[src/rtl/chol_pkg.sv]
package chol_pkg;

    // ------------------------------------------------------------------
    // Number formats
    // ------------------------------------------------------------------

    localparam int frac_bits = 16;

    typedef logic signed [31:0] fix_t;  // Q16.16 matrix element
    typedef logic signed [63:0] acc_t;  // Q32.32 product and running sum

    localparam fix_t fix_max = 32'sh7fff_ffff;

    // ------------------------------------------------------------------
    // Sizes and unit latencies
    // ------------------------------------------------------------------

    localparam int n_def = 3;

    localparam int sqrt_cycles = 24;  // One root bit per cycle
    localparam int div_cycles  = 48;  // One quotient bit per cycle

    // Elements in the packed lower triangle
    function automatic int tri_len(input int order);
        return order * (order + 1) / 2;
    endfunction

    // ------------------------------------------------------------------
    // Sequencer FSM
    // ------------------------------------------------------------------

    typedef enum logic [2:0] {
        s_idle,
        s_diag_acc,  // Sum of squares left of the diagonal
        s_sqrt,
        s_off_acc,   // Sum of row products below the diagonal
        s_div,
        s_done
    } seq_state_t;

endpackage

[src/rtl/chol_div.sv]
`timescale 1ns/1ps

module chol_div (
    input  logic           clk,
    input  logic           rst,
    input  logic           start,
    input  chol_pkg::fix_t num,
    input  chol_pkg::fix_t den,
    output chol_pkg::fix_t quot,
    output logic           done
);
    import chol_pkg::*;

    localparam int fix_w = $bits(fix_t);
    localparam int cnt_w = $clog2(div_cycles);

    logic                  busy;
    logic [cnt_w-1:0]      cnt;
    logic [fix_w-1:0]      num_mag, den_mag;
    logic [fix_w-1:0]      den_q, den_cur;
    logic [div_cycles-1:0] quo_q, quo_cur;  // Dividend bits out, quotient bits in
    logic [fix_w:0]        rem_q, rem_cur, rem_sh;
    logic                  fits;
    logic                  neg_q, num_neg_q, zero_q;
    fix_t                  quot_mag;

    assign num_mag = num[fix_w-1] ? -num : num;
    assign den_mag = den[fix_w-1] ? -den : den;

    // ------------------------------------------------------------------
    // Restoring shift-subtract step
    // ------------------------------------------------------------------

    always_comb begin
        if (start) begin
            quo_cur = div_cycles'({num_mag, {frac_bits{1'b0}}});
            rem_cur = '0;
            den_cur = den_mag;
        end else begin
            quo_cur = quo_q;
            rem_cur = rem_q;
            den_cur = den_q;
        end
        rem_sh = {rem_cur[fix_w-1:0], quo_cur[div_cycles-1]};
        fits   = rem_sh >= {1'b0, den_cur};
    end

    always_ff @(posedge clk) begin
        if (start || busy) begin
            quo_q <= {quo_cur[div_cycles-2:0], fits};
            rem_q <= fits ? rem_sh - {1'b0, den_cur} : rem_sh;
            den_q <= den_cur;
        end
        if (start) begin
            neg_q     <= num[fix_w-1] ^ den[fix_w-1];
            num_neg_q <= num[fix_w-1];
            zero_q    <= (den == '0);
        end
    end

    // ------------------------------------------------------------------
    // Cycle count and done pulse
    // ------------------------------------------------------------------

    always_ff @(posedge clk) begin
        if (rst) begin
            busy <= 1'b0;
            cnt  <= '0;
            done <= 1'b0;
        end else begin
            done <= 1'b0;
            if (start) begin
                busy <= 1'b1;
                cnt  <= cnt_w'(1);
            end else if (busy) begin
                if (cnt == cnt_w'(div_cycles - 1)) begin
                    busy <= 1'b0;
                    done <= 1'b1;
                end else begin
                    cnt <= cnt + 1'b1;
                end
            end
        end
    end

    // Sign applied to the magnitude, truncates toward zero
    always_comb begin
        quot_mag = fix_t'(quo_q);
        if (zero_q) begin
            quot = num_neg_q ? -fix_max : fix_max;  // Saturate on zero divisor
        end else begin
            quot = neg_q ? -quot_mag : quot_mag;
        end
    end

    a_no_restart: assert property (@(posedge clk) disable iff (rst) busy |-> !start);
    a_done_pulse: assert property (@(posedge clk) disable iff (rst) done |=> !done);

endmodule

[src/rtl/chol_seq.sv]
`timescale 1ns/1ps

module chol_seq #(
    parameter int n = chol_pkg::n_def
) (
    input  logic                                                  clk,
    input  logic                                                  rst,
    input  logic [chol_pkg::tri_len(n)*$bits(chol_pkg::fix_t)-1:0] a,
    input  logic                                                  a_valid,
    output logic                                                  sqrt_start,
    output chol_pkg::fix_t                                        sqrt_in,
    input  chol_pkg::fix_t                                        sqrt_out,
    input  logic                                                  sqrt_done,
    output logic                                                  div_start,
    output chol_pkg::fix_t                                        div_num,
    output chol_pkg::fix_t                                        div_den,
    input  chol_pkg::fix_t                                        div_out,
    input  logic                                                  div_done,
    output logic [chol_pkg::tri_len(n)*$bits(chol_pkg::fix_t)-1:0] l,
    output logic                                                  l_valid
);
    import chol_pkg::*;

    localparam int fix_w = $bits(fix_t);
    localparam int tri_w = tri_len(n) * fix_w;
    localparam int ctr_w = $clog2(n + 1);

    typedef logic [ctr_w-1:0] ctr_t;

    seq_state_t       state;
    ctr_t             col, row, term;  // Column j, row i, product index k
    logic [tri_w-1:0] a_q, l_work;
    acc_t             acc_q, prod, rem_acc;
    fix_t             op_row, op_col, a_elem, rem_fix;
    logic             in_acc, acc_last, accept;

    // Offset of element (r, c) in the packed triangle
    function automatic int tri_idx(input int r, input int c);
        return r * (r + 1) / 2 + c;
    endfunction

    assign in_acc   = (state == s_diag_acc) || (state == s_off_acc);
    assign acc_last = in_acc && (term == col);
    assign accept   = ((state == s_idle) || (state == s_done)) && a_valid;

    // ------------------------------------------------------------------
    // Multiply-accumulate path
    // ------------------------------------------------------------------

    // Row equals col while on the diagonal, so one path serves both sums
    assign op_row  = l_work[tri_idx(row, term)*fix_w +: fix_w];
    assign op_col  = l_work[tri_idx(col, term)*fix_w +: fix_w];
    assign a_elem  = a_q[tri_idx(row, col)*fix_w +: fix_w];
    assign prod    = acc_t'(op_row) * acc_t'(op_col);
    assign rem_acc = (acc_t'(a_elem) <<< frac_bits) - acc_q;
    assign rem_fix = fix_t'(rem_acc >>> frac_bits);

    always_ff @(posedge clk) begin
        if (accept) begin
            a_q <= a;
        end
        if (!in_acc) begin
            acc_q <= '0;  // Fresh sum for every element
        end else if (!acc_last) begin
            acc_q <= acc_q + prod;
        end
        if (acc_last && state == s_diag_acc) begin
            sqrt_in <= rem_fix;
        end
        if (acc_last && state == s_off_acc) begin
            div_num <= rem_fix;
            div_den <= l_work[tri_idx(col, col)*fix_w +: fix_w];  // l_jj
        end
        if (state == s_sqrt && sqrt_done) begin
            l_work[tri_idx(col, col)*fix_w +: fix_w] <= sqrt_out;
        end
        if (state == s_div && div_done) begin
            l_work[tri_idx(row, col)*fix_w +: fix_w] <= div_out;
        end
    end

    // ------------------------------------------------------------------
    // Column FSM
    // ------------------------------------------------------------------

    always_ff @(posedge clk) begin
        if (rst) begin
            state      <= s_idle;
            col        <= '0;
            row        <= '0;
            term       <= '0;
            sqrt_start <= 1'b0;
            div_start  <= 1'b0;
            l          <= '0;
            l_valid    <= 1'b0;
        end else begin
            sqrt_start <= 1'b0;
            div_start  <= 1'b0;
            case (state)
                s_idle, s_done: begin
                    if (a_valid) begin
                        state   <= s_diag_acc;
                        col     <= '0;
                        row     <= '0;
                        term    <= '0;
                        l_valid <= 1'b0;
                    end
                end
                s_diag_acc, s_off_acc: begin
                    if (term == col) begin
                        if (state == s_diag_acc) begin
                            state      <= s_sqrt;
                            sqrt_start <= 1'b1;
                        end else begin
                            state     <= s_div;
                            div_start <= 1'b1;
                        end
                    end else begin
                        term <= term + 1'b1;
                    end
                end
                s_sqrt: begin
                    if (sqrt_done) begin
                        term <= '0;
                        if (col == ctr_t'(n - 1)) begin
                            state   <= s_done;
                            l       <= {sqrt_out, l_work[tri_w-fix_w-1:0]};  // l_nn on top
                            l_valid <= 1'b1;
                        end else begin
                            state <= s_off_acc;
                            row   <= col + 1'b1;
                        end
                    end
                end
                s_div: begin
                    if (div_done) begin
                        term <= '0;
                        if (row == ctr_t'(n - 1)) begin  // Column finished
                            state <= s_diag_acc;
                            col   <= col + 1'b1;
                            row   <= col + 1'b1;
                        end else begin
                            state <= s_off_acc;
                            row   <= row + 1'b1;
                        end
                    end
                end
                default: state <= s_idle;
            endcase
        end
    end

    a_state_legal: assert property (@(posedge clk) disable iff (rst)
        state inside {s_idle, s_diag_acc, s_sqrt, s_off_acc, s_div, s_done});
    a_sqrt_start: assert property (@(posedge clk) disable iff (rst)
        sqrt_start |-> state == s_sqrt);
    a_div_start: assert property (@(posedge clk) disable iff (rst)
        div_start |-> state == s_div);

endmodule

[src/rtl/chol_sqrt.sv]
`timescale 1ns/1ps

module chol_sqrt (
    input  logic           clk,
    input  logic           rst,
    input  logic           start,
    input  chol_pkg::fix_t radicand,
    output chol_pkg::fix_t root,
    output logic           done
);
    import chol_pkg::*;

    // Two radicand bits are consumed for every root bit
    localparam int rad_w = 2 * sqrt_cycles;
    localparam int rem_w = sqrt_cycles + 4;
    localparam int cnt_w = $clog2(sqrt_cycles);

    logic                   busy;
    logic [cnt_w-1:0]       cnt;
    logic [rad_w-1:0]       rad_q, rad_cur;
    logic [rem_w-1:0]       rem_q, rem_cur, rem_sh, trial;
    logic [sqrt_cycles-1:0] root_q, root_cur;
    logic                   fits;

    // First step runs on the start cycle itself
    always_comb begin
        if (start) begin
            rad_cur  = radicand[31] ? '0 : rad_w'({radicand, {frac_bits{1'b0}}});
            rem_cur  = '0;
            root_cur = '0;
        end else begin
            rad_cur  = rad_q;
            rem_cur  = rem_q;
            root_cur = root_q;
        end
        rem_sh = {rem_cur[rem_w-3:0], rad_cur[rad_w-1 -: 2]};
        trial  = rem_w'({root_cur, 2'b01});  // 4*root + 1
        fits   = rem_sh >= trial;
    end

    always_ff @(posedge clk) begin
        if (start || busy) begin
            rad_q  <= rad_cur << 2;
            rem_q  <= fits ? rem_sh - trial : rem_sh;
            root_q <= {root_cur[sqrt_cycles-2:0], fits};
        end
    end

    always_ff @(posedge clk) begin
        if (rst) begin
            busy <= 1'b0;
            cnt  <= '0;
            done <= 1'b0;
        end else begin
            done <= 1'b0;
            if (start) begin
                busy <= 1'b1;
                cnt  <= cnt_w'(1);
            end else if (busy) begin
                if (cnt == cnt_w'(sqrt_cycles - 1)) begin  // Last bit this cycle
                    busy <= 1'b0;
                    done <= 1'b1;
                end else begin
                    cnt <= cnt + 1'b1;
                end
            end
        end
    end

    assign root = fix_t'(root_q);  // Root is below 2^24, zero extended

    // Sequencer waits for done before the next radicand
    a_no_restart: assert property (@(posedge clk) disable iff (rst) busy |-> !start);

endmodule

[src/rtl/chol_top.sv]
`timescale 1ns/1ps

module chol_top #(
    parameter int n = chol_pkg::n_def
) (
    input  logic                                                  clk,
    input  logic                                                  rst,
    input  logic [chol_pkg::tri_len(n)*$bits(chol_pkg::fix_t)-1:0] a,
    input  logic                                                  a_valid,
    output logic [chol_pkg::tri_len(n)*$bits(chol_pkg::fix_t)-1:0] l,
    output logic                                                  l_valid
);
    import chol_pkg::*;

    // Sequencer to square root
    logic sqrt_start, sqrt_done;
    fix_t sqrt_in, sqrt_out;

    // Sequencer to divider
    logic div_start, div_done;
    fix_t div_num, div_den, div_out;

    chol_seq #(
        .n (n)
    ) seq_i (
        .clk        (clk),
        .rst        (rst),
        .a          (a),
        .a_valid    (a_valid),
        .sqrt_start (sqrt_start),
        .sqrt_in    (sqrt_in),
        .sqrt_out   (sqrt_out),
        .sqrt_done  (sqrt_done),
        .div_start  (div_start),
        .div_num    (div_num),
        .div_den    (div_den),
        .div_out    (div_out),
        .div_done   (div_done),
        .l          (l),
        .l_valid    (l_valid)
    );

    chol_sqrt sqrt_i (
        .clk      (clk),
        .rst      (rst),
        .start    (sqrt_start),
        .radicand (sqrt_in),
        .root     (sqrt_out),
        .done     (sqrt_done)
    );

    chol_div div_i (
        .clk   (clk),
        .rst   (rst),
        .start (div_start),
        .num   (div_num),
        .den   (div_den),
        .quot  (div_out),
        .done  (div_done)
    );

endmodule
[config.mk]
export PLATFORM = sky130hd
export DESIGN_NAME = chol_top
export DESIGN_NICKNAME = d
export VERILOG_FILES = /design/src/rtl/chol_pkg.sv /design/src/rtl/chol_div.sv /design/src/rtl/chol_seq.sv /design/src/rtl/chol_sqrt.sv /design/src/rtl/chol_top.sv
export SDC_FILE = /design/constraint.sdc
export NUM_CORES = 2
export LEC_CHECK = 0
export BUFFER_PORTS_ARGS = -buffer_cell sky130_fd_sc_hd__buf_2
export CAP_MARGIN = 20
export CORE_ASPECT_RATIO = 1.25
export CORE_MARGIN = 1.5
export CORE_UTILIZATION = 30
export CTS_CLUSTER_SIZE = 10
export DETAILED_ROUTE_END_ITERATION = 7
export HOLD_SLACK_MARGIN = 0.03
export MAX_ROUTING_LAYER = met4
export PLACE_DENSITY = 0.45
export SYNTH_ARGS = -nofsm -noshare
export SYNTH_HDL_FRONTEND = slang
export SYNTH_HIERARCHICAL = 1
export SYNTH_SLANG_ARGS = --single-unit
[constraint.sdc]
create_clock -name clk -period 60.4 [get_ports clk]
set_input_delay 6.04 -clock clk [delete_from_list [all_inputs] [get_ports clk]]
set_output_delay 6.04 -clock clk [all_outputs]
set_load 0.01 [all_outputs]
==> reports/results.ini <==
[run_status]
status = finished, final reports clean

[sta]
max_freq_mhz = 79.9
min_period_ns = 12.51
period_share_pct = 20.7
tns_ns = 0
slew_violations = 0
timing.hold.ws_ns = 0.450
setup-violations-final = 0
timing_hold_violations_final = 0
skew_ns = 0.112
slew_headroom_pct = 19.7
worstMarginPinSlew_ns = 1.20
rsz0062_at_grt = false

[routing]
drt_iter0_markers = 5324
drtPass1Iterations = 6
routed_via_density = 5.17
finalWirelength_um = 310000
vias = 62600
ant_nets = 0
wl_per_cell_um = 25.6
drc_errors = 0

[worst_setup_path]
critPathTopFamily = adder cells
reg2reg_slack_ns = 47.89
path_max_fanout = 46
crit_type = flop to flop
cp.arrival_ns = 13.16
crit_required_ns = 61.04
cp_slowest_cell = a21o_1
cp-end-kind = flop
startpoint_type = flop
slowest_delay_ns = 0.89
path_buf_inv = 9

[grt]
grt-ovfl-total = 0
antenna_found_initial = 32
grt_max_degree = 170
grt_pass1_wl_um = 451000
grt_usage_pct = 24.0
grt_pass1_vias = 64500

[clock_network]
post_cts_buffers = 0
htreeDepth = 3
cts.clk_slew.worst_paths_ns = 0.06
cts_buffers = 119
clk_path_buf_depth = 3
cts.hold.buffers_added = 0
cts.repair.resized = 0
cts-root-buf = clkbuf_16
cts_tree = yes
clock_latency_ns = 0.86
cts_sinks = 942

[placed_design]
port_buffers = 387
placed_cell_area_um2 = 84500
gp_congestion = 0.969
place_inst = 11900
dp_hpwl_um = 235000

[power]
p_leak_nw = 36.7
powerDensity_nw_per_um2 = 33.6
seqPwrFrac_pct = 29.7
p_int_mw = 1.69
p_switching_mw = 1.28
p_clk_share_pct = 23.5
irDropWorstVdd_mv = 0.0609
p_sw_share_pct = 42.9
p_comb_share_pct = 46.8

[final_layout]
area_growth_syn_to_layout_pct = 12.1
fin_cells = 12100
stdcell_area_um2 = 88400
fin_nets = 9924
drive_above_1_share_pct = 11.8

[yosys]
synth-edff-count = 483
ys_seq_area_share_pct = 30.0
ys_warn_count = 6
async_reset_ff_share_pct = 0
synth_ff_type = edfxtp_1
synth_cell_types = 102
syn_area_um2 = 78900
synth_seq_cells = 942
avgSynthCellArea_um2 = 9.40
syn_inst = 8390

[die]
initial_utilization_pct = 30.1
dieArea_um2 = 266000
core_area_um2 = 262000
num_rows = 210
chipWidth_um = 462
die_h_um = 576
io_pins = 388

[job]
max-cap-violations = 0

[worst_hold_path]
min_path_type = flop to flop

## kinds of logic after synthesis
kind of cell	share of synthesized area (%)
AND/OR/NAND/NOR	14.7
AO/OA/AOI/OAI	10.2
adder cells (fa/ha/maj)	27.8
other	0.00475
multiplexers	5.99
flip-flops	30.0
XOR/XNOR	3.08
buffers and inverters	8.14
## state kept, by name, indices dropped and copies added, names as in the netlist, 2 cells and up
register       count
seq_i/div_num     32
div_i/den_q       32
sqrt_i/cnt         5
div_i/quo_q       48
seq_i/l_work     192
seq_i/row          2
seq_i/sqrt_in     32
sqrt_i/root_q     24
seq_i/l          192
div_i/cnt          6
sqrt_i/rad_q      30
seq_i/div_den     32
seq_i/col          2
seq_i/state        3
div_i/rem_q       32
seq_i/acc_q       48
seq_i/term         2
sqrt_i/rem_q      26
seq_i/a_q        192
## metal layers
metal,track usage (%),up-vias,wire [um]
met3,3.28,547,20600
met4,11.3,0,17000
li1,-,27800,-
met2,38.1,2461,145000
met1,30.1,31800,127000
met5,-,-,0
## Yosys cell counts, types with 49 or more instances
| cell type | instances | area (um^2) |
|---|---|---|
| dfxtp_1 | 459 | 9190 |
| nand3_1 | 119 | 596 |
| and3_1 | 107 | 669 |
| xor2_1 | 135 | 1180 |
| nor2_1 | 686 | 2570 |
| mux2_2 | 63 | 709 |
| or3_1 | 49 | 307 |
| ha_1 | 300 | 3750 |
| xnor2_1 | 130 | 1140 |
| nor3_1 | 139 | 696 |
| mux2i_1 | 111 | 1110 |
| mux4_2 | 122 | 2750 |
| a21o_1 | 105 | 788 |
| edfxtp_1 | 483 | 14500 |
| nand2_1 | 1238 | 4650 |
| nor2b_1 | 90 | 563 |
| inv_1 | 1135 | 4260 |
| and2_1 | 57 | 357 |
| nand4_1 | 53 | 332 |
| o21ai_0 | 233 | 1170 |
| fa_1 | 908 | 18200 |
| a21oi_1 | 665 | 3330 |
| clkbuf_1 | 440 | 1650 |
## layout by cell type (no fill, tap or decap), drive strengths merged, types with 133 or more instances in the layout
cell type  netlist  routed
nor3           142     142
nand2         1238    1238
ha             300     300
clkbuf         444     178
nor2           689     689
inv           1136    1140
a21oi          670     670
o21ai          233     233
edfxtp         483     483
xor2           136     136
buf             88     534
xnor2          133     133
dfxtp          459     459
fa             908     908
## metrics by stage
step,setup WS (ns),utilization [%],power (mW)
6_report,47.89,33.8,2.97
5_1_grt,47.25,33.8,3.12
4_1_cts,47.84,33.7,3.01
3_5_place_dp,47.88,32.3,2.29
3_3_place_gp,48.02,32.3,2.29
2_1_floorplan,33.79,-,1.77
## worst paths after layout
path | startpoint | to | cells after the start
setup reg to reg | seq_i/col[0]$_SDFFE_PP0P_ | seq_i/acc_q[47]$_SDFFE_PP0N_ | 36
hold reg to reg | seq_i/l[77]$_SDFFE_PP0P_ | seq_i/l[77]$_SDFFE_PP0P_ | 2
hold / removal | seq_i/l[77]$_SDFFE_PP0P_ | seq_i/l[77]$_SDFFE_PP0P_ | 2
setup / recovery | seq_i/col[0]$_SDFFE_PP0P_ | seq_i/acc_q[47]$_SDFFE_PP0N_ | 36
## layout make-up
type / instances / area, um^2
fill: 27200 / 173000
tap: 3498 / 4380
clock inverter: 31 / 369
antenna: 12 / 30.0
clock buffer: 177 / 3400
multi-input combinational: 5782 / 49100
inverter: 1141 / 4280
timing repair buffer: 535 / 3120
sequential: 942 / 23700
## power groups by stage
| stage | Clock, mW | Sequential, mW | Combinational [mW] |
|---|---|---|---|
| 6_report | 0.699 | 0.883 | 1.39 |
| 5_1_grt | 0.743 | 0.890 | 1.49 |
| 4_1_cts | 0.718 | 0.883 | 1.41 |
| 3_5_place_dp | 0 | 0.896 | 1.40 |
| 3_3_place_gp | 0 | 0.894 | 1.40 |
| 2_1_floorplan | 0 | 0.889 | 0.886 |
## tightest hold or removal path: cells and delay by family, from the launching register on
| kind | cells | cell delay (ns) |
|---|---|---|
| AO/OA/AOI/OAI | 1 | 0.05 |
| flip-flops | 1 | 0.30 |
| AND/OR/NAND/NOR | 1 | 0.05 |
Power figures use the tool's default switching activity.
